<file path="src/include/icache_settings.svh">
// cache geometry and address field widths, included by the package and by every RTL file
`ifndef ICACHE_SETTINGS_SVH
`define ICACHE_SETTINGS_SVH

// ------------------------------------------------------------
// base geometry
// ------------------------------------------------------------
`define ICACHE_ADDR_W     32
`define ICACHE_WORD_W     64
`define ICACHE_LINE_WORDS 4
`define ICACHE_SETS       64

// fixed at two, the victim choice only knows two ways
`define ICACHE_WAYS       2

// ------------------------------------------------------------
// derived widths
// ------------------------------------------------------------
`define ICACHE_BEAT_W     ($clog2(`ICACHE_LINE_WORDS))
`define ICACHE_OFFSET_W   ($clog2(`ICACHE_LINE_WORDS * `ICACHE_WORD_W / 8))
`define ICACHE_INDEX_W    ($clog2(`ICACHE_SETS))
`define ICACHE_TAG_W      (`ICACHE_ADDR_W - `ICACHE_INDEX_W - `ICACHE_OFFSET_W)

`endif

</file>
<file path="src/verilog/icache_pkg.sv">
// shared types of the instruction cache, imported by wildcard in each RTL module header
`include "icache_settings.svh"

package icache_pkg;

  // ------------------------------------------------------------
  // address and array payloads
  // ------------------------------------------------------------
  typedef struct packed {
    logic [`ICACHE_TAG_W-1:0]    tag;
    logic [`ICACHE_INDEX_W-1:0]  index;
    logic [`ICACHE_OFFSET_W-1:0] offset;
  } icache_addr_t;

  typedef struct packed {
    logic                     valid;
    logic [`ICACHE_TAG_W-1:0] tag;
  } icache_tag_entry_t;

  typedef logic [`ICACHE_WORD_W-1:0] icache_word_t;

  typedef icache_word_t [`ICACHE_LINE_WORDS-1:0] icache_line_t;  // word 0 at the low end

  typedef logic [`ICACHE_BEAT_W-1:0] icache_beat_t;              // word position / beat count

  // ------------------------------------------------------------
  // main FSM
  // ------------------------------------------------------------
  typedef enum logic [1:0] {
    IDLE,
    LOOKUP,
    REPLACE,
    REFILL
  } icache_state_e;

  // word position inside the line, the upper offset bits
  function automatic icache_beat_t icache_word_pos(input icache_addr_t addr);
    return addr.offset[`ICACHE_OFFSET_W-1 -: `ICACHE_BEAT_W];
  endfunction

endpackage

</file>
<file path="src/verilog/icache_ctrl.sv">
// request buffer, main FSM and the CPU and memory handshakes of the instruction cache
`timescale 1ns/1ps
`include "icache_settings.svh"

module icache_ctrl
  import icache_pkg::*;
(
  input  logic                       i_clk,
  input  logic                       i_rst,
  input  logic                       i_valid,
  input  icache_addr_t               i_addr,
  input  logic                       i_hit,
  input  icache_word_t               i_word,
  input  icache_beat_t               i_beat,
  input  logic                       i_victim,
  input  logic                       i_rd_rdy,
  input  logic                       i_ret_valid,
  input  logic                       i_ret_last,
  input  icache_word_t               i_ret_data,
  output icache_addr_t               o_req,
  output logic [`ICACHE_INDEX_W-1:0] o_index,
  output logic                       o_rd_en,
  output logic [`ICACHE_WAYS-1:0]    o_refill_we,
  output logic                       o_start,
  output logic                       o_addr_ok,
  output logic                       o_data_ok,
  output icache_word_t               o_rdata,
  output logic                       o_rd_req,
  output logic [`ICACHE_ADDR_W-1:0]  o_rd_addr
);

  icache_state_e state_q;
  icache_state_e state_d;
  logic          lookup_hit;
  logic          lookup_miss;
  logic          accept;
  logic          critical;

  assign lookup_hit  = (state_q == LOOKUP) && i_hit;
  assign lookup_miss = (state_q == LOOKUP) && !i_hit;

  // ------------------------------------------------------------
  // request buffer
  // ------------------------------------------------------------
  assign o_addr_ok = (state_q == IDLE) || (lookup_hit && i_valid);  // hit can chain
  assign accept    = i_valid && o_addr_ok;

  always_ff @(posedge i_clk) begin
    if (accept) begin
      o_req <= i_addr;
    end
  end

  // array port: live address while looking up, held one during the miss
  assign o_index = (state_q == IDLE || state_q == LOOKUP) ? i_addr.index : o_req.index;
  assign o_rd_en = accept;

  // ------------------------------------------------------------
  // main FSM
  // ------------------------------------------------------------
  always_comb begin
    state_d = state_q;
    case (state_q)
      IDLE:    if (accept) state_d = LOOKUP;
      LOOKUP: begin
        if (i_hit) begin
          state_d = i_valid ? LOOKUP : IDLE;
        end else begin
          state_d = i_rd_rdy ? REFILL : REPLACE;   // request already on the bus
        end
      end
      REPLACE: if (i_rd_rdy) state_d = REFILL;
      REFILL:  if (i_ret_valid && i_ret_last) state_d = IDLE;
      default: state_d = IDLE;
    endcase
  end

  always_ff @(posedge i_clk) begin
    if (i_rst) begin
      state_q <= IDLE;
    end else begin
      state_q <= state_d;
    end
  end

  // ------------------------------------------------------------
  // memory side
  // ------------------------------------------------------------
  assign o_rd_req  = lookup_miss || (state_q == REPLACE);
  assign o_start   = o_rd_req && i_rd_rdy;
  assign o_rd_addr = {o_req.tag, o_req.index, {`ICACHE_OFFSET_W{1'b0}}};  // line aligned

  always_comb begin
    o_refill_we = '0;
    if (state_q == REFILL && i_ret_valid) begin
      o_refill_we[i_victim] = 1'b1;      // one beat per cycle into the victim
    end
  end

  // ------------------------------------------------------------
  // CPU answer
  // ------------------------------------------------------------
  assign critical  = (state_q == REFILL) && i_ret_valid && (i_beat == icache_word_pos(o_req));
  assign o_data_ok = lookup_hit || critical;
  assign o_rdata   = lookup_hit ? i_word : i_ret_data;

  a_rd_req_hold: assert property (
    @(posedge i_clk) disable iff (i_rst)
    (o_rd_req && !i_rd_rdy) |=> (o_rd_req && $stable(o_rd_addr))
  ) else $error("rd_req dropped before rd_rdy");

endmodule

</file>
<file path="config.mk">
export PLATFORM = sky130hd
export DESIGN_NAME = icache_ctrl
export DESIGN_NICKNAME = d
export VERILOG_FILES = /design/src/verilog/icache_pkg.sv /design/src/verilog/icache_ctrl.sv
export VERILOG_INCLUDE_DIRS = /design/src /design/src/include
export SDC_FILE = /design/constraint.sdc
export NUM_CORES = 1
export LEC_CHECK = 0
export ABC_AREA = 1
export BUFFER_PORTS_ARGS = -buffer_cell sky130_fd_sc_hd__buf_2
export CAP_MARGIN = 30
export CORE_AREA = 8 8 113 115
export DETAILED_ROUTE_END_ITERATION = 12
export DIE_AREA = 0 0 121 123
export SKIP_LAST_GASP = 1
export SYNTH_ARGS = -nofsm -noshare
export SYNTH_HDL_FRONTEND = slang
export SYNTH_SLANG_ARGS = --single-unit
</file>
<file path="constraint.sdc">
create_clock -name i_clk -period 9.3 [get_ports i_clk]
set_input_delay 0.465 -clock i_clk [delete_from_list [all_inputs] [get_ports i_clk]]
set_output_delay 0.465 -clock i_clk [all_outputs]
set_load 0.02 [all_outputs]
</file>
==> results.py <==
metrics = {
    "final_layout": {
        "design_area_um2": 4070,
        "area_growth_pct": 63.3,
        "final_cells": 615,
        "layout.nets": 641,
        "utilization_pct": 36.7,
        "antennaDiodeCount": 0,
        "drive_above_1_share_pct": 80.7,
    },
    "synth": {
        "synth-async-reset-ratio_pct": 0,
        "synth_cell_types": 20,
        "synth-edff-count": 32,
        "synth_area_per_cell_um2": 12.8,
        "netlist_area_um2": 2490,
        "ys_seq_area_share_pct": 40.2,
        "synthCells": 194,
        "synth_top_flop_cell": "edfxtp_1",
        "synth-seq-cells": 34,
        "ys_warn_count": 0,
    },
    "worst_hold_path": {
        "hold_end": "o_rd_addr[13]$_DFFE_PP_",
        "holdPathStages": 1,
        "min_from": "i_addr[13]",
        "hold_path_class": "input port to flop",
    },
    "timing": {
        "period_share_pct": 29.7,
        "setup_viol": 0,
        "timing.final.ws_setup_ps": 6540,
        "tightest_slew_ps": 610,
        "slew_headroom_pct": 59.3,
        "setup_tns_ps": 0,
        "finClkSkew_ps": 5.45,
        "hold_slack_ps": 358,
        "rsz0062_at_grt": "no",
        "min_period_ps": 2760,
        "max_freq_ghz": 0.362,
        "slew_viol_final": 0,
        "finalHoldViolCount": 0,
    },
    "floorplanning": {
        "io_pins": 311,
        "chipWidth_um": 121,
        "initial_core_util_pct": 22.5,
        "die-area_um2": 14900,
        "rows": 39,
        "core_area_um2": 11100,
        "die_h_um": 123,
    },
    "critical_path": {
        "path_cells": "inv_4 -> nand3_4 -> buf_16 -> mux2_2 -> buf_2",
        "reg2reg_depth": 2,
        "crit_path_max_fanout": 51,
        "r2r_setup_slack_ps": 7760,
        "worstSetupEndpointType": "output port",
        "worstSetupPathType": "flop to output port",
        "cp-start-kind": "flop",
        "r2r-end": "o_rd_addr[17]$_DFFE_PP_",
        "cp_data_required_time_ps": 8840,
        "critical_path_arrival_ps": 2300,
        "slowest_stage": "dfxtp_1",
        "critPathMaxStageDelay_ps": 710,
    },
    "grt": {
        "grt_max_degree": 52,
        "grt_overflow": 0,
        "grt_pass1_wl_mm": 15.7,
        "antenna_found_initial": 0,
        "grtUsageTotal_pct": 13.4,
        "grt_pass1_vias": 2734,
    },
    "power_and_ir_drop": {
        "vdd_drop_max_mv": 0.124,
        "powerDensity_nw_per_um2": 143,
        "power_mw": 0.581,
        "p_leak_nw": 2.30,
    },
    "route": {
        "vias_per_cell": 4.12,
        "dr.first_iter.drc_count": 83,
        "dr.pass1.iters": 4,
        "drc": 0,
        "drtAntennaViolNets": 0,
        "wl_per_cell_um": 18.2,
        "wl_mm": 11.2,
        "num_vias": 2536,
    },
    "clock_network": {
        "cts_tree": "done",
        "numCtsBuffers": 5,
        "cts.sinks": 34,
        "cts_root_buf": "clkbuf_16",
        "postCtsResizedCells": 0,
        "clk_pin_slew_worst_paths_ps": 60,
        "post_cts_buffers": 0,
        "cts_buffer_depth": 2,
        "htree_levels": 2,
        "cts_hold_buf": 0,
        "clk_latency_ps": 280,
    },
    "placement": {
        "dp_hpwl_mm": 9.72,
        "gp_congestion": 0.852,
        "io_buffers": 305,
        "place_ws_ps": 6820,
        "dpl-instance-area_um2": 3920,
        "placedCellCount": 607,
    },
    "outcome": {
        "outcome": "completed",
    },
    "flow_run": {
        "drv_cap": 0,
    },
}
## routing by layer
layer | global-route usage [%] | part of all wire [%] | vias up
li1 | - | - | 1193
met1 | 14.2 | 35 | 1171
met2 | 24.8 | 53 | 163
met3 | 4.38 | 11 | 9
met4 | 3.83 | 1.4 | 0
met5 | 0 | 0 | -
## critical path, delay by kind of cell, from the launching register on
kind / cells / cell delay (ps)
flip-flops: 1 / 710
multiplexers: 1 / 380
AND/OR/NAND/NOR: 1 / 260
buffers and inverters: 3 / 640
## synth_stat cells, types with 2 or more instances
library cell,count,area share (%)
a21oi_1,4,0.80
buf_2,2,0.40
buf_4,32,9.7
buf_8,5,3.0
dfxtp_1,2,1.6
edfxtp_1,32,39
inv_1,6,0.90
mux2_2,15,6.8
mux2_4,49,30
nand2_1,28,4.2
nand3_1,6,1.2
nor2_1,4,0.60
xnor2_1,2,0.70
## kinds of logic (layout without fill, tap and decap cells)
group | Yosys count | count (layout) | synth area share, %
muxes | 64 | 64 | 36.4
xor gates and xnor gates | 2 | 2 | 0.704
other | 1 | 5 | 0.151
buffers and inverters | 48 | 322 | 14.8
and+or+nand+nor | 39 | 39 | 6.44
DFF | 34 | 34 | 40.2
AOI/OAI and AO/OA | 6 | 6 | 1.31
## area by class of cell
cell class	count	area (um^2)
clock buffer	5	125
clock inverter	3	16.3
fill	1120	7010
inverter	7	28.8
multi-input combinational	116	1150
sequential	34	1000
tap	143	179
timing repair buffer	307	1560
## cell usage in the layout, fill, tap and decap left out, types with 2 or more instances in the layout
master / instances
inv_1: 6
conb_1: 5
mux2_2: 15
dfxtp_1: 2
buf_2: 305
mux2_4: 49
nand2_1: 28
nor2_1: 4
edfxtp_1: 32
xnor2_1: 2
clkbuf_16: 5
a21oi_1: 4
nand3_1: 6
## state kept, by name, summed over array words and instances (netlist names), named ones only
signal     cells
o_req          5
state_q        1
o_rd_addr     27
## worst max path at each step
| stage | startpoint | endpoint | cells after the start |
|---|---|---|---|
| after global routing | flop | o_rdata[60] | 5 |
| after detailed placement | flop | o_rdata[61] | 5 |
| after CTS | flop | o_rdata[61] | 5 |
| after floorplan | flop | o_rd_addr[10]$_DFFE_PP_ | 2 |
| after global placement | flop | o_rdata[17] | 4 |
| final | flop | o_rdata[6] | 5 |
## report_power, final
group | total, mW | internal, mW | leakage, nW | switching [mW]
clock | 0.158 | 0.0976 | 0.0672 | 0.0606
sequential | 0.192 | 0.183 | 0.324 | 0.00902
combinational | 0.231 | 0.101 | 1.90 | 0.130
Note: power is estimated with default switching activity, not from simulation.
