### src/include/icache_settings.svh
// cache geometry and address field widths, included by the package and by every RTL file
`ifndef ICACHE_SETTINGS_SVH
`define ICACHE_SETTINGS_SVH

// ------------------------------------------------------------
// base geometry
// ------------------------------------------------------------
`define ICACHE_ADDR_W     32
`define ICACHE_WORD_W     64
`define ICACHE_LINE_WORDS 4
`define ICACHE_SETS       64

// fixed at two, the victim choice only knows two ways
`define ICACHE_WAYS       2

// ------------------------------------------------------------
// derived widths
// ------------------------------------------------------------
`define ICACHE_BEAT_W     ($clog2(`ICACHE_LINE_WORDS))
`define ICACHE_OFFSET_W   ($clog2(`ICACHE_LINE_WORDS * `ICACHE_WORD_W / 8))
`define ICACHE_INDEX_W    ($clog2(`ICACHE_SETS))
`define ICACHE_TAG_W      (`ICACHE_ADDR_W - `ICACHE_INDEX_W - `ICACHE_OFFSET_W)

`endif

### src/verilog/icache_pkg.sv
// shared types of the instruction cache, imported by wildcard in each RTL module header
`include "icache_settings.svh"

package icache_pkg;

  // ------------------------------------------------------------
  // address and array payloads
  // ------------------------------------------------------------
  typedef struct packed {
    logic [`ICACHE_TAG_W-1:0]    tag;
    logic [`ICACHE_INDEX_W-1:0]  index;
    logic [`ICACHE_OFFSET_W-1:0] offset;
  } icache_addr_t;

  typedef struct packed {
    logic                     valid;
    logic [`ICACHE_TAG_W-1:0] tag;
  } icache_tag_entry_t;

  typedef logic [`ICACHE_WORD_W-1:0] icache_word_t;

  typedef icache_word_t [`ICACHE_LINE_WORDS-1:0] icache_line_t;  // word 0 at the low end

  typedef logic [`ICACHE_BEAT_W-1:0] icache_beat_t;              // word position / beat count

  // ------------------------------------------------------------
  // main FSM
  // ------------------------------------------------------------
  typedef enum logic [1:0] {
    IDLE,
    LOOKUP,
    REPLACE,
    REFILL
  } icache_state_e;

  // word position inside the line, the upper offset bits
  function automatic icache_beat_t icache_word_pos(input icache_addr_t addr);
    return addr.offset[`ICACHE_OFFSET_W-1 -: `ICACHE_BEAT_W];
  endfunction

endpackage

### src/verilog/icache_tag_match.sv
// tag compare of both ways against the buffered request, with hit word select
`timescale 1ns/1ps
`include "icache_settings.svh"

module icache_tag_match
  import icache_pkg::*;
(
  input  icache_addr_t                         i_req,
  input  icache_tag_entry_t [`ICACHE_WAYS-1:0] i_tags,
  input  icache_line_t      [`ICACHE_WAYS-1:0] i_lines,
  output logic                                 o_hit,
  output logic              [`ICACHE_WAYS-1:0] o_valid_ways,
  output icache_word_t                         o_word
);

  logic [`ICACHE_WAYS-1:0] way_hit;
  icache_beat_t            word_pos;

  // ------------------------------------------------------------
  // compare
  // ------------------------------------------------------------
  always_comb begin
    for (int w = 0; w < `ICACHE_WAYS; w++) begin
      o_valid_ways[w] = i_tags[w].valid;
      way_hit[w]      = i_tags[w].valid && (i_tags[w].tag == i_req.tag);
    end
  end

  assign o_hit    = |way_hit;
  assign word_pos = icache_word_pos(i_req);   // offset[4:3]

  // ------------------------------------------------------------
  // word select
  // ------------------------------------------------------------
  always_comb begin
    o_word = '0;
    for (int w = 0; w < `ICACHE_WAYS; w++) begin
      if (way_hit[w]) begin
        o_word = o_word | i_lines[w][word_pos];  // and-or, at most one way
      end
    end
  end

  // a line lives in only one way, the refill picks a way that missed
  always_comb begin
    a_single_way_hit: assert final ($onehot0(way_hit))
      else $error("tag hit in more than one way");
  end

endmodule

### config.mk
export PLATFORM = sky130hd
export DESIGN_NAME = icache_tag_match
export DESIGN_NICKNAME = d
export VERILOG_FILES = /design/src/verilog/icache_pkg.sv /design/src/verilog/icache_tag_match.sv
export VERILOG_INCLUDE_DIRS = /design/src /design/src/include
export SDC_FILE = /design/constraint.sdc
export NUM_CORES = 1
export LEC_CHECK = 0
export ABC_AREA = 1
export BUFFER_PORTS_ARGS = -buffer_cell sky130_fd_sc_hd__buf_2
export CAP_MARGIN = 30
export CORE_AREA = 2 2 256 258
export DETAILED_ROUTE_END_ITERATION = 6
export DIE_AREA = 0 0 258 260
export GPL_TIMING_DRIVEN = 0
export PLACE_DENSITY = 0.41
export SYNTH_ARGS = -nofsm -noshare
export SYNTH_HDL_FRONTEND = slang
export SYNTH_SLANG_ARGS = --single-unit
### constraint.sdc
create_clock -name vclk -period 3.28
set_clock_uncertainty 0.05 [all_clocks]
set_input_delay 0.656 -clock vclk [all_inputs]
set_output_delay 0.656 -clock vclk [all_outputs]
set_load 0.05 [all_outputs]
==> qor.txt, run 1 <==
DRC viols = 0
Total Nets Final = 2,523
Register area = 0 um2
Fmax = 0.3117 GHz
DIE WIDTH = 258 um
Commonest cells after routing, fill and taps aside = buf_2 (650), nor2_1 (403), o21ai_0 (256), nand2_1 (165), o21ai_1 (130)
Worst-margin pin slew = 0.9567 ns
Synth warn = 0
DR iter-0 viols = 693
Post-route cell area = 10,540 um2
Tcrit/Tclk final = 97.81%
Syn-to-layout area delta = 79.12%
Vias per Instance = 4.071
Syn Nets = 1,874
Row count = 93
Core region area = 64,120 um2
Grt met1 use = 19.50%
Layout cell share with drive strength beyond 1 = 39.32%
First-pass iteration count of the detailed router = 5
Synthesized instance count = 1,286
Hold Startpoint = i_tags[21]
Worst Path Required = 2.57 ns
Global-route wire length before repair = 75,580 um
Crit Path Max Fanout = 10
Final antenna-violating net count = 0
Grt met2 use = 27.31%
Final setup fails = 0
GR Overflow Total = 0
Mean Syn Cell Area = 4.576 um2
# clk buffers = 0
DIE HEIGHT = 260 um
Initial antenna violation count = 12
Crit start category = input port
RD Place Congestion = 0.9254
Final wirelength = 55,850 um
WL/cell = 20.01 um
I/O pins = 655
Max Slew Vio Count = 0
Unrepaired setup endpoints after global routing = true
Area of placed instances = 10,210 um2
Setup crit end kind = output pin
Worst min path class = in2out
Seq cells = 0
Total GRT Usage = 15.33%
Lkg Pwr = 5.533 nW
Register area share after synthesis = 0%
Slew margin rel. = 36.22%
Fin crit period = 3.208 ns
GRT met3 Usage = 2.846%
GR peak layer = met2
Worst hold stages = 3
PwrDens = 107.8 nW/um2
Hold Path Sink = o_valid_ways[0]
Maximum VDD drop = 0.00003773 V
Critical Path Source = i_req[23]
Max-cap viol count = 0
Outcome = finished clean
Initial core utilization = 9.178%
Final Hold Vio Count = 0
DP HPWL = 47,730 um
Vias = 11.36k
# port buffers = 645
Largest net degree at the start of global routing = 12
Most common cell after layout, fill and taps aside = buf_2
Synth unique cells = 17
Final Util = 16.44%
Die area = 67,080 um2
Syn Std Cell Area = 5884 um2
Critical path class = in2out
Vias in the first global route = 10.95k
CP Data Arrival Time = 2.50 ns
## how the worst max path moves through the flow
stage	to	slack [ns]	cells past startpoint
2_1_floorplan	o_word[61]	0.74	9
6_report	o_word[18]	0.07	10
3_3_place_gp	o_word[13]	-0.72	7
4_1_cts	o_word[38]	0.003	9
5_1_grt	o_word[3]	-0.005	11
3_5_place_dp	o_word[1]	-0.58	10
## report_power, final
group / leakage (nW) / switching (mW) / total [mW] / internal [mW]
clock: 0.0000190 / 0 / 0.0000000581 / 0.0000000581
combinational: 5.53 / 0.650 / 1.14 / 0.486
sequential: 0 / 0 / 0 / 0
## metrics by stage
| step | setup TNS (ns) | hold slack [ns] | std cells | total power, mW | setup WS (ns) |
|---|---|---|---|---|---|
| 2_1_floorplan | 0 | 1.429 | 1286 | 0.4681 | 0.7388 |
| 5_1_grt | -0.006085 | 1.691 | 2789 | 1.260 | -0.005342 |
| 3_5_place_dp | -16.06 | 1.686 | 2787 | 1.100 | -0.5818 |
| 6_report | 0 | 1.687 | 2791 | 1.137 | 0.07170 |
| 3_3_place_gp | -26.74 | 1.683 | 2786 | 1.098 | -0.7160 |
| 4_1_cts | 0 | 1.686 | 2789 | 1.135 | 0.003043 |
## cell type report
cell class / instances / area [um2]
diodes: 3 / 7.507
plain buffers: 125 / 832.0
fillers: 7799 / 53580
inverters: 52 / 195.2
multi-input cells: 1106 / 5042
well taps: 855 / 1070
repair buffers: 650 / 3393
## per-layer routing
layer	up-vias	wire length [um]
li1	5658	-
met1	5137	23830
met2	511	27030
met3	46	4058
met4	10	856
met5	-	69
## worst max-delay path: stages
cell	delay [ns]
buf_2	0.11
xor2_1	0.15
nor2_1	0.14
nand2_1	0.11
nor2_1	0.20
buf_6	0.26
buf_2	0.27
nand4_1	0.18
nand2_1	0.14
buf_2	0.27
## kinds of logic after synthesis
| logic type | count (synthesis) | share of synthesized area, % |
|---|---|---|
| AO/OA/AOI/OAI | 395 | 33.68 |
| AND/OR/NAND/NOR | 707 | 50.58 |
| buffers and inverters | 180 | 15.14 |
| XOR/XNOR | 4 | 0.5953 |
## cell usage after synthesis (all sizes together)
| master | instances | area, um2 |
|---|---|---|
| nor2 | 410 | 1539 |
| o21ai | 393 | 1967 |
| nand2 | 167 | 626.9 |
| inv | 52 | 195.2 |
| nand3 | 2 | 10.01 |
| xor2 | 4 | 35.03 |
| buf | 80 | 515.5 |
| nand4 | 128 | 800.8 |
| clkbuf | 48 | 180.2 |
| o211ai | 2 | 15.01 |
## what timing repair did
| item | 4_1_cts | 5_1_grt |
|---|---|---|
| gates resized for setup | 71 | 66 |
| cloned | 1 | 1 |
| hold buffers | 0 | 0 |
| buffers inserted | 2 | 0 |
| endpoints found under the setup margin | 65 | 51 |
| pin swaps | 3 | 3 |
Power figures use the tool's default switching activity.
==> run 2, diff against run 1 <==
RECOVER_POWER = 100   (was not set)
==> run 2 against run 1 <==
Via count is 0.14% higher; sequential share of layout area stayed put; hold slack better by 0.083 ns.
==> qor.txt, run 2 (synthesized netlist as in run 1, its figures left out) <==
Layout cell share with drive strength beyond 1 = 39.21%
Lkg Pwr = 5.502 nW
Largest net degree at the start of global routing = 12
# port buffers = 645
Critical path class = in2out
Core region area = 64,120 um2
Worst hold stages = 3
Unrepaired setup endpoints after global routing = true
Register area = 0 um2
Most common cell after layout, fill and taps aside = buf_2
P_int = 0.4860 mW
Maximum VDD drop = 0.00003720 V
Initial core utilization = 9.178%
Fin crit period = 3.209 ns
DIE HEIGHT = 260 um
Outcome = finished clean
WL/cell = 20.00 um
Tcrit/Tclk final = 97.85%
Clk network pwr share = 0%
Final TNS setup = 0 ns
P_sw = 0.6491 mW
Vias in the first global route = 10.95k
Seq pwr share = 0%
Slew margin rel. = 36.83%
Fmax = 0.3116 GHz
I/O pins = 655
Vias per Instance = 4.077
Final antenna-violating net count = 0
Worst Path Required = 2.57 ns
Syn-to-layout area delta = 78.99%
# clk buffers = 0
Commonest cells after routing, fill and taps aside = buf_2 (622), nor2_1 (403), o21ai_0 (256), nand2_1 (165), o21ai_1 (130)
Combinational Power Share = 100.0%
Total GRT Usage = 15.33%
RD Place Congestion = 0.9254
DR iter-0 viols = 687
Worst-margin pin slew = 0.9476 ns
Worst min path class = in2out
DIE WIDTH = 258 um
Final Instance Count excl. Fillers = 2,791
Hold Path Sink = o_valid_ways[0]
Setup crit end kind = output pin
PwrDens = 107.8 nW/um2
Crit start category = input port
Switch share = 57.19%
Number of fill cells = 7,802
Max-cap viol count = 0
Global-route wire length before repair = 75,580 um
Die area = 67,080 um2
CTS Hold Buffers Added = 0
Total Nets Final = 2,523
Row count = 93
Seq cells = 0
Hold WS = 1.770 ns
Final setup fails = 0
GR Overflow Total = 0
Crit Path Max Fanout = 10
Final Hold Vio Count = 0
DRC viols = 0
Final total power = 1.135 mW
Initial antenna violation count = 12
Placed insts = 2,787
Max Slew Vio Count = 0
CP Data Arrival Time = 2.50 ns
Vias = 11.38k
First-pass iteration count of the detailed router = 5
DP HPWL = 47,730 um
Final wirelength = 55,820 um
Hold Startpoint = i_tags[21]
-- run 2: cell types whose count changed in the layout (fill, tap and decap cells not counted) --
cell,delta
clkbuf_1,+2
buf_4,-1
clkbuf_2,+28
clkbuf_4,-1
buf_2,-28
-- run 2: power by group through the flow --
stage | logic, mW | clock network [mW] | registers [mW]
after floorplan | 0.468 | 0 | 0
after global placement | 1.10 | 0 | 0
after CTS | 1.13 | 0 | 0
final | 1.14 | 0.0000000573 | 0
after detailed placement | 1.10 | 0 | 0
after global routing | 1.26 | 0.0000000409 | 0
-- run 2: final cells by class --
class | count | area [um2] | area share (%)
multi-input combinational | 1106 | 5042 | 47.87
timing repair buffer | 650 | 3386 | 32.15
tap | 855 | 1070 | 10.16
buffer | 125 | 832.0 | 7.900
inverter | 52 | 195.2 | 1.853
antenna | 3 | 7.507 | 0.07128
-- run 2: worst max-delay path by stage --
stage                         start    endpoint  slack [ns]  depth (start not counted)
after global placement     i_req[4]  o_word[13]       -0.72                          7
final                     i_req[23]  o_word[18]        0.07                         10
after CTS                  i_req[3]  o_word[38]       0.003                          9
after global routing       i_req[3]   o_word[3]      -0.005                         11
after detailed placement   i_req[3]   o_word[1]       -0.58                         10
after floorplan            i_req[3]  o_word[61]        0.74                          9
-- run 2: critical path, cell delays in order --
cell and delay (ns):
buf_2 0.11, xor2_1 0.15, nor2_1 0.14, nand2_1 0.11, nor2_1 0.19, buf_6 0.26
buf_2 0.27, nand4_1 0.18, nand2_1 0.14, buf_2 0.27
-- run 2: per-stage QoR --
step / utilization (%) / instance area, um2 / setup slack (ns)
after CTS: 16.23 / 10410 / 0.003043
final: 16.43 / 10530 / 0.07056
after detailed placement: 15.92 / 10210 / -0.5818
after global routing: 16.42 / 10530 / -0.005342
after floorplan: - / 5884 / 0.7388
after global placement: 15.88 / 10180 / -0.7160
-- run 2: repair_timing --
| action | 4_1_cts | 5_1_grt |
|---|---|---|
| setup buffers | 2 | 0 |
| setup endpoints to repair | 65 | 51 |
| gates cloned | 1 | 1 |
| pin swaps | 3 | 3 |
| gates resized for setup | 71 | 66 |
-- run 2: routing by layer --
layer  vias up  share of wire (%)  global-route usage [%]  wire length, um
met3        46                7.4                   2.846             4133
met5         -               0.12                       0               69
met2       502                 48                   27.31            26970
met4        10                1.6                   2.152              867
li1       5655                  -                       -                -
met1      5165                 43                   19.50            23780
