[src/include/icache_settings.svh]
// cache geometry and address field widths, included by the package and by every RTL file
`ifndef ICACHE_SETTINGS_SVH
`define ICACHE_SETTINGS_SVH

// ------------------------------------------------------------
// base geometry
// ------------------------------------------------------------
`define ICACHE_ADDR_W     32
`define ICACHE_WORD_W     64
`define ICACHE_LINE_WORDS 4
`define ICACHE_SETS       64

// fixed at two, the victim choice only knows two ways
`define ICACHE_WAYS       2

// ------------------------------------------------------------
// derived widths
// ------------------------------------------------------------
`define ICACHE_BEAT_W     ($clog2(`ICACHE_LINE_WORDS))
`define ICACHE_OFFSET_W   ($clog2(`ICACHE_LINE_WORDS * `ICACHE_WORD_W / 8))
`define ICACHE_INDEX_W    ($clog2(`ICACHE_SETS))
`define ICACHE_TAG_W      (`ICACHE_ADDR_W - `ICACHE_INDEX_W - `ICACHE_OFFSET_W)

`endif

[src/verilog/icache_pkg.sv]
// shared types of the instruction cache, imported by wildcard in each RTL module header
`include "icache_settings.svh"

package icache_pkg;

  // ------------------------------------------------------------
  // address and array payloads
  // ------------------------------------------------------------
  typedef struct packed {
    logic [`ICACHE_TAG_W-1:0]    tag;
    logic [`ICACHE_INDEX_W-1:0]  index;
    logic [`ICACHE_OFFSET_W-1:0] offset;
  } icache_addr_t;

  typedef struct packed {
    logic                     valid;
    logic [`ICACHE_TAG_W-1:0] tag;
  } icache_tag_entry_t;

  typedef logic [`ICACHE_WORD_W-1:0] icache_word_t;

  typedef icache_word_t [`ICACHE_LINE_WORDS-1:0] icache_line_t;  // word 0 at the low end

  typedef logic [`ICACHE_BEAT_W-1:0] icache_beat_t;              // word position / beat count

  // ------------------------------------------------------------
  // main FSM
  // ------------------------------------------------------------
  typedef enum logic [1:0] {
    IDLE,
    LOOKUP,
    REPLACE,
    REFILL
  } icache_state_e;

  // word position inside the line, the upper offset bits
  function automatic icache_beat_t icache_word_pos(input icache_addr_t addr);
    return addr.offset[`ICACHE_OFFSET_W-1 -: `ICACHE_BEAT_W];
  endfunction

endpackage

[src/verilog/icache_miss_buffer.sv]
// miss bookkeeping: victim way choice, returned beat count and the per-beat line write
`timescale 1ns/1ps
`include "icache_settings.svh"

module icache_miss_buffer
  import icache_pkg::*;
(
  input  logic                    i_clk,
  input  logic                    i_rst,
  input  logic                    i_start,
  input  logic [`ICACHE_WAYS-1:0] i_valid_ways,
  input  logic                    i_ret_valid,
  input  logic                    i_ret_last,
  input  icache_word_t            i_ret_data,
  input  icache_line_t            i_old_line,
  output logic                    o_victim,
  output icache_beat_t            o_beat,
  output icache_line_t            o_line
);

  localparam icache_beat_t LAST_BEAT = icache_beat_t'(`ICACHE_LINE_WORDS - 1);

  logic toggle_q;                         // round robin once both ways are valid

  // ------------------------------------------------------------
  // victim choice
  // ------------------------------------------------------------
  always_ff @(posedge i_clk) begin
    if (i_rst) begin
      o_victim <= 1'b0;
      toggle_q <= 1'b0;
    end else if (i_start) begin
      if (!i_valid_ways[0]) begin
        o_victim <= 1'b0;                 // first invalid way wins
      end else if (!i_valid_ways[1]) begin
        o_victim <= 1'b1;
      end else begin
        o_victim <= toggle_q;
        toggle_q <= ~toggle_q;            // flips only on a real eviction
      end
    end
  end

  // ------------------------------------------------------------
  // beat count
  // ------------------------------------------------------------
  always_ff @(posedge i_clk) begin
    if (i_rst) begin
      o_beat <= '0;
    end else if (i_start) begin
      o_beat <= '0;
    end else if (i_ret_valid) begin
      o_beat <= o_beat + 1'b1;            // wraps back to 0 after the last beat
    end
  end

  // current beat into its slot, rest from the held victim read
  always_comb begin
    o_line         = i_old_line;
    o_line[o_beat] = i_ret_data;
  end

  a_last_on_fourth: assert property (
    @(posedge i_clk) disable iff (i_rst)
    i_ret_last |-> (i_ret_valid && o_beat == LAST_BEAT)
  ) else $error("ret_last not on the final beat");

endmodule

[config.mk]
export PLATFORM = sky130hd
export DESIGN_NAME = icache_miss_buffer
export DESIGN_NICKNAME = d
export VERILOG_FILES = /design/src/verilog/icache_pkg.sv /design/src/verilog/icache_miss_buffer.sv
export VERILOG_INCLUDE_DIRS = /design/src /design/src/include
export SDC_FILE = /design/constraint.sdc
export NUM_CORES = 1
export LEC_CHECK = 0
export BUFFER_PORTS_ARGS = -buffer_cell sky130_fd_sc_hd__buf_2
export CAP_MARGIN = 20
export CORE_AREA = 2 2 228 230
export DETAILED_ROUTE_END_ITERATION = 12
export DIE_AREA = 0 0 230 232
export PLACE_DENSITY = 0.3
export SLEW_MARGIN = 10
export SYNTH_ARGS = -nofsm -noshare
export SYNTH_HDL_FRONTEND = slang
export SYNTH_SLANG_ARGS = --single-unit
[constraint.sdc]
create_clock -name i_clk -period 2.19 [get_ports i_clk]
set_input_delay 0.438 -clock i_clk [delete_from_list [all_inputs] [get_ports i_clk]]
set_output_delay 0.438 -clock i_clk [all_outputs]
set_load 0.02 [all_outputs]
==> results of run 1 <==
-- kinds of logic after synthesis --
group / synth area share [%]
xor+xnor: 0.437
fa+ha+maj: 1.87
buf+inv: 10.7
flops: 2.00
mux: 84.0
compound gates: 0.125
simple gates: 0.904
-- cells in the mapped netlist --
cell type	instances	area, um^2
mux2_2	129	1450
mux2i_1	1	10.0
xnor2_1	1	8.76
a21oi_1	1	5.00
buf_12	12	240
mux2_4	127	1910
dfxtp_1	4	80.1
nor3_1	2	10.0
nand3_1	2	10.0
ha_1	6	75.1
nand2b_1	2	12.5
nor2_1	1	3.75
xor2_1	1	8.76
buf_6	16	180
inv_1	2	7.51
-- worst paths after layout --
check	from	end	slack [ps]
worst max register to register	o_beat[1]	o_beat[1]	1240
worst min-delay path	i_rst	o_beat[0]	430
worst min register to register	o_victim	o_victim	470
worst max-delay path	o_beat[0]	o_line[74]	30
-- repair_timing --
item / 4_1_cts / 5_1_grt
resized for setup: 5 / 24
endpoints found under the setup margin: 166 / 60
setup buffers: 6 / 18
cloned: 0 / 1
pin swaps: 1 / 1
-- metal layers --
layer / routed length (um) / track usage (%) / vias to the layer above
li1: - / - / 2412
met1: 10500 / 10.2 / 2331
met2: 13300 / 15.1 / 231
met3: 1440 / 0.982 / 4
met4: 65 / 0.403 / 0
met5: 0 / 0 / -
-- critical path, delay by kind of cell (launching register included) --
| kind | cells | cell delay [ps] |
|---|---|---|
| flops | 1 | 350 |
| buf+inv | 5 | 660 |
| fa+ha+maj | 1 | 170 |
| mux | 1 | 290 |
-- final cells by class --
class,count,share of cell area (%)
clock buffers,3,0.917
flip-flops and latches,4,1.07
repair buffers,647,44.0
inverters,2,0.122
well taps,680,10.4
multi-input cells,273,43.5
-- power by group --
| group | leakage (nW) | total, W | internal (W) | switching [W] |
|---|---|---|---|---|
| combinational | 4.26 | 0.00184 | 0.000897 | 0.000943 |
| clock | 0.0370 | 0.000286 | 0.000233 | 0.0000524 |
| sequential | 0.0341 | 0.0000789 | 0.0000752 | 0.00000363 |
-- sequential cells by signal, indices dropped and copies added, names as in the netlist --
name and flops:
o_victim 1, toggle_q 1, o_beat 2
-- metrics by stage --
stage | power (W) | TNS, ps | cells | util, %
6_report | 0.00220 | 0 | 1609 | 16.1
5_1_grt | 0.00232 | -99.0 | 1609 | 16.1
4_1_cts | 0.00220 | -14.6 | 1590 | 15.6
3_5_place_dp | 0.00189 | 0 | 1581 | 15.4
3_3_place_gp | 0.00190 | 0 | 1581 | 15.4
2_1_floorplan | 0.00114 | 0 | 307 | -
==> flow_summary.yaml, run 1 <==
clock_network:
  worst_skew_pair.late_latency_ps: 230
  h-tree-depth: 1
  clock-sinks: 4
  clockRootBuffer: "clkbuf_16"
  numCtsBuffers: 3
  clk_pin_slew_ps: 30
  clk_path_buf_depth: 2
  cts_tree: "built"
  ctsHoldBuffers: 0
layout:
  n_antenna_cell: 0
  fill_cells: 5818
  nets: 1264
  design_area_mm2: 0.00819
  syn_to_final_growth_pct: 104
  drive_above_1_share_pct: 98.4
  layout_commonest_cell: "buf_2"
  multi_input_comb_area_mm2: 0.00356
  final_cell_mix: "buf_2, mux2_4, mux2_2"
  final-seq-area_um2: 87.6
run:
  drv_cap: 0
timing:
  max_freq_ghz: 0.463
  setup_viol: 0
  hold_viol: 0
  slew_headroom_pct: 78.9
  min_period_ps: 2160
  fin_crit_sh_pct: 98.6
  hold_ws_ps: 434
  slew_violations: 0
  worstMarginPinSlew_ps: 316
  setup_ws_ps: 30.2
  rsz0062_at_grt: "true"
  clock_skew_ps: 0.0402
grt:
  grt_pass1_vias: 4618
  grt_overflow: 0
  antenna_found_initial: 0
  grt_usage_pct: 8.03
  grt_pass1_wl_um: 32300
  grt_max_degree: 32
worst_setup_path:
  crit_path_cell_trace: "buf_6 -> ha_4 -> buf_12 -> buf_12 -> buf_6 -> mux2_4 -> buf_6"
  start_kind: "flip-flop"
  crit_fanout: 8
  worstPathRequired_ps: 1750
  crit_path_frequent_cell: "buf_6"
  r2r_cells: 4
  worst-endpoint-arrival_ps: 1720
  critPathSlowestCell: "dfxtp_4"
  end_kind: "output port"
  crit_type: "flip-flop to output port"
  slowest_delay_ps: 350
worst_hold_path:
  hold_depth: 2
  hold_class: "primary input to flip-flop"
floorplanning:
  die_y_um: 232
  core_area_mm2: 0.0509
  die_w_um: 230
  ios: 586
  die-area_mm2: 0.0534
  rows: 83
  initial_core_util_pct: 7.88
routing:
  via_per_inst: 3.09
  ant_nets: 0
  num_vias: 4978
  totalWireLength_um: 25300
  first_pass_iters: 6
  drt_iter0_markers: 79
  post-route-drc-count: 0
  routedWlPerCell_um: 15.7
outcome:
  status: "finished clean"
power:
  p_leak_nw: 4.33
  powerDensity_mw_per_mm2: 269
  ir_drop_mv: 0.251
logic_synthesis:
  syn_nets: 640
  ys_seq_area_share_pct: 2.00
  synth.cell_area_mm2: 0.00401
  yosysWarningCount: 0
  ys_seq_elements: 4
  synth.distinct_cells: 15
  synthCells: 307
  syn_area_per_cell_um2: 13.1
place:
  portBuffers: 584
  hpwlAfterDp_um: 21400
  placed_cell_area_mm2: 0.00782
  finalWeightedCongestion: 0.835
  place_ws_ps: 129
(Power assumes the default switching activity.)
==> run 2: changes to the inputs <==
PLACE_DENSITY = unset   (was 0.3)
==> run 2 against run 1 <==
Against the previous run:
- total power increased by 0.64%
- fmax decreased by 1.2%
- clock-buffer cell count unchanged
- register-to-register slack got worse by 50 ps
- non-clock buffer count decreased by 26
- first-iteration DRC count increased by 140%
- cell count decreased by 1.6%
- routed wire length increased by 1.1%
- combinational power about the same
- critical path type unchanged
- critical endpoint is now o_line[160]
==> flow_summary.yaml, run 2 (same netlist as run 1, synthesis figures left out) <==
outcome:
  status: "finished clean"
power:
  p_int_w: 0.00121
  p_clk_share_pct: 12.9
  ir_drop_mv: 0.396
  p_leak_nw: 4.25
  powerDensity_mw_per_mm2: 273
  power_frac_seq_pct: 3.6
  combPwrFrac_pct: 83.6
  switching_share_pct: 45.6
  p_total_w: 0.00222
  switching_power_w: 0.00101
place:
  hpwlAfterDp_um: 20000
  place_ws_ps: 152
  finalWeightedCongestion: 0.859
  portBuffers: 584
layout:
  syn_to_final_growth_pct: 103
  layout_commonest_cell: "buf_2"
  final_cell_mix: "buf_2, mux2_4, mux2_2"
  largest-register: "o_beat"
  drive_above_1_share_pct: 98.6
  largest_reg_flops: 2
  n_antenna_cell: 0
  nets: 1238
  reg_top3: "o_beat x2, o_victim x1, toggle_q x1"
timing:
  rsz0062_at_grt: "true"
  hold_viol: 0
  slew_violations: 0
  slew_headroom_pct: 82.2
  setup_ws_ps: 5.05
  setup_viol: 0
  max_freq_ghz: 0.458
  fin_crit_sh_pct: 99.8
  worstMarginPinSlew_ps: 267
  clock_skew_ps: 1.41
  min_period_ps: 2180
floorplanning:
  ios: 586
  rows: 83
  core_area_mm2: 0.0509
  die_y_um: 232
  die-area_mm2: 0.0534
  die_w_um: 230
  initial_core_util_pct: 7.88
worst_setup_path:
  crit_type: "flip-flop to output port"
  end_kind: "output port"
  worstPathRequired_ps: 1750
  r2r_cells: 4
  worst-endpoint-arrival_ps: 1750
  start_kind: "flip-flop"
  crit_fanout: 21
grt:
  grt_overflow: 0
  grt_usage_pct: 7.57
  grt_pass1_wl_um: 30200
  antenna_found_initial: 3
  grt_pass1_vias: 4554
  grt_max_degree: 42
worst_hold_path:
  hold_depth: 2
  hold_class: "primary input to flip-flop"
clock_network:
  worst_skew_pair.late_latency_ps: 220
  clk_path_buf_depth: 2
  clock-sinks: 4
  clk_pin_slew_ps: 30
  h-tree-depth: 1
  numCtsBuffers: 3
  cts_tree: "built"
  clockRootBuffer: "clkbuf_16"
  ctsHoldBuffers: 0
routing:
  via_per_inst: 3.22
  first_pass_iters: 4
  routedWlPerCell_um: 16.1
  drt_iter0_markers: 186
  totalWireLength_um: 25600
  post-route-drc-count: 0
  num_vias: 5094
  ant_nets: 0
run:
  drv_cap: 0
## run 2: power by group through the flow
stage / logic (W) / clock network (W) / registers, W
2_1_floorplan: 0.00106 / 0 / 0.0000831
3_3_place_gp: 0.00180 / 0 / 0.0000798
3_5_place_dp: 0.00181 / 0 / 0.0000799
4_1_cts: 0.00183 / 0.000295 / 0.0000783
5_1_grt: 0.00195 / 0.000300 / 0.0000791
6_report: 0.00185 / 0.000286 / 0.0000788
## run 2: worst paths after layout
check,to,from,slack [ps]
worst min-delay path,o_beat[0],i_rst,420
worst max register to register,o_beat[1],o_beat[1],1190
worst max-delay path,o_line[160],o_beat[0],5
worst min register to register,o_victim,o_victim,470
## run 2: per-stage QoR
step                      util (%)  cells  hold slack (ps)  TNS (ps)  area, um^2
after floorplan                  -    307              471         0        4010
after global placement        15.1   1565              467         0        7700
after detailed placement      15.1   1565              464         0        7700
after CTS                     15.4   1569              414      -521        7850
after global routing          16.0   1583              432      -504        8130
final                         16.0   1583              418         0        8130
## run 2: routing by layer
layer	global-route usage, %	part of all wire, %	wire [um]	up-vias
met5	0	0.098	25	-
met4	2.26	3.1	803	4
met3	1.61	9.9	2520	33
met2	12.8	46	11900	345
met1	9.65	40	10300	2352
li1	-	-	-	2360
## run 2: critical path, stage by stage (launching register included)
cell and delay [ps]:
dfxtp_2 320, inv_2 130, ha_4 230, buf_12 200
mux2_2 420, buf_2 180
## run 2: what timing repair did
action | in CTS | in global routing
setup buffers | 0 | 7
setup endpoints to repair | 105 | 61
pin swaps | 1 | 0
resized for setup | 14 | 17
endpoints found under the hold margin | 0 | 0
gates cloned | 1 | 7
## run 2: final cells by class
class                   count  area (um^2)
fillers                  5747        42800
multi-input cells         273         3600
repair buffers            621         3510
well taps                 680          851
flip-flops and latches      4         85.1
clock buffers               3         75.1
inverters                   2         7.51
==> run 3: changes to the inputs <==
PLACE_DENSITY = 0.36   (was unset)
==> run 3 against run 2 <==
Against the previous run:
- the flow now finishes with violations (setup timing)
- critical path type unchanged
- combinational power grew 3%
- die area is the same
- non-clock buffer count grew 15
- utilization up 0.75 points
- clock power is essentially flat
- sequential power about the same
- register-to-register slack lost 20 ps
- sequential share of layout area barely moved
- cell count up 0.95%
- largest cell class is now buffers
==> flow_summary.yaml, run 3 (same netlist as run 1, synthesis figures left out) <==
clock_network:
  clk_pin_slew_ps: 30
  ctsHoldBuffers: 0
  clock-sinks: 4
  h-tree-depth: 1
  clk_path_buf_depth: 2
  cts_tree: "built"
  numCtsBuffers: 3
  worst_skew_pair.late_latency_ps: 220
  clockRootBuffer: "clkbuf_16"
timing:
  setup_ws_ps: -11.4
  clock_skew_ps: 0.0279
  hold_viol: 0
  slew_violations: 0
  worstMarginPinSlew_ps: 291
  setup_viol: 1
  fin_crit_sh_pct: 101
  max_freq_ghz: 0.454
  slew_headroom_pct: 80.6
  hold_ws_ps: 423
  min_period_ps: 2200
  rsz0062_at_grt: "true"
floorplanning:
  die-area_mm2: 0.0534
  ios: 586
  rows: 83
  initial_core_util_pct: 7.88
  die_w_um: 230
  core_area_mm2: 0.0509
  die_y_um: 232
layout:
  final_cell_mix: "buf_2, mux2_4, mux2_2"
  drive_above_1_share_pct: 98.5
  n_antenna_cell: 0
  largest-register: "o_beat"
  reg_top3: "o_beat x2, o_victim x1, toggle_q x1"
  nets: 1253
  fill_cells: 5770
  layout_commonest_cell: "buf_2"
  syn_to_final_growth_pct: 112
  largest_reg_flops: 2
routing:
  post-route-drc-count: 0
  highest_layer: "met4"
  num_vias: 5132
  totalWireLength_um: 25600
  dr_wl_met2_um: 13100
  routedWlPerCell_um: 16.0
  ant_nets: 0
  met1_length_um: 10800
  drt_iter0_markers: 129
  via_per_inst: 3.21
  first_pass_iters: 5
  wl_met3_um: 1600
worst_setup_path:
  worst-endpoint-arrival_ps: 1760
  crit_path_cell_trace: "inv_4 -> ha_4 -> buf_12 -> clkbuf_16 -> buf_6 -> mux2_4 -> buf_6"
  crit_fanout: 5
  end_kind: "output port"
  crit_type: "flip-flop to output port"
  critPathSlowestCell: "dfxtp_4"
  timing.rr.start: "o_beat[0]"
  slowest_delay_ps: 390
  startpoint: "o_beat[1]"
  worstPathRequired_ps: 1750
  crit_path_frequent_cell: "buf_6"
  start_kind: "flip-flop"
power:
  ir_drop_mv: 0.263
  p_leak_nw: 4.42
  powerDensity_mw_per_mm2: 267
  p_total_w: 0.00227
run:
  drv_cap: 0
grt:
  grt_overflow: 0
  antenna_found_initial: 0
  grt_max_degree: 34
  grt_pass1_vias: 4961
  grt_usage_pct: 8.09
  grt_pass1_wl_um: 32300
worst_hold_path:
  hold_path.startpoint: "i_rst"
  hold_class: "primary input to flip-flop"
outcome:
  violations: "setup timing"
  status: "finished with violations"
place:
  portBuffers: 584
  finalWeightedCongestion: 0.897
  place_ws_ps: 129
  hpwlAfterDp_um: 19800
## run 3: cell count changes in the layout (fill, tap and decap cells not counted)
cell       before  now
inv_2           2    1
mux2_4        136  139
ha_2            1    0
ha_1            0    1
buf_16          2    6
bufbuf_16       0    1
buf_2         580  550
clkbuf_16       9    7
inv_4           0    1
buf_4          18   27
buf_12         11   10
mux2_2        120  117
buf_6           4   38
## run 3: worst paths after layout
path	slack (ps)	depth (start not counted)	endpoint
setup / recovery	-10	7	o_line[78]
hold / removal	420	2	o_beat[1]
setup reg to reg	1170	5	o_beat[0]
hold reg to reg	480	2	o_victim
## run 3: layout make-up
cell class | instances | area, um^2 | area share (%)
multi-input cells | 273 | 3610 | 42.4
clock buffers | 3 | 75.1 | 0.882
inverters | 2 | 10.0 | 0.118
flip-flops and latches | 4 | 85.1 | 0.999
well taps | 680 | 851 | 9.99
repair buffers | 636 | 3880 | 45.6
## run 3: power by group
| group | internal (W) | total (W) | switching, W | leakage (nW) |
|---|---|---|---|---|
| clock | 0.000233 | 0.000284 | 0.0000510 | 0.0370 |
| combinational | 0.000951 | 0.00191 | 0.000957 | 4.35 |
| sequential | 0.0000759 | 0.0000791 | 0.00000313 | 0.0338 |
| total | 0.00126 | 0.00227 | 0.00101 | 4.42 |
## run 3: per-layer routing
metal  vias up  GRT usage (%)
met5         -              0
met1      2431           10.2
met3        11           1.03
met2       288           15.2
met4         0          0.484
li1       2402              -
## run 3: per-stage QoR
stage | TNS (ps) | instance area [um^2] | cells | utilization, %
6_report | -11.4 | 8510 | 1598 | 16.7
5_1_grt | -809 | 8510 | 1598 | 16.7
4_1_cts | -120 | 8180 | 1591 | 16.1
3_5_place_dp | 0 | 7740 | 1573 | 15.2
3_3_place_gp | 0 | 7740 | 1573 | 15.2
2_1_floorplan | 0 | 4010 | 307 | -
## run 3: critical path: cells and delay by family (launching register included)
kind | cells | cell delay [ps]
flip-flops | 1 | 390
buffers and inverters | 5 | 630
adder cells (fa/ha/maj) | 1 | 170
multiplexers | 1 | 320
## run 3: what timing repair did
item,4_1_cts,5_1_grt
pin swaps,1,0
resized for setup,38,63
cloned,5,4
endpoints found under the setup margin,114,77
setup buffers,10,4
endpoints found under the hold margin,0,0
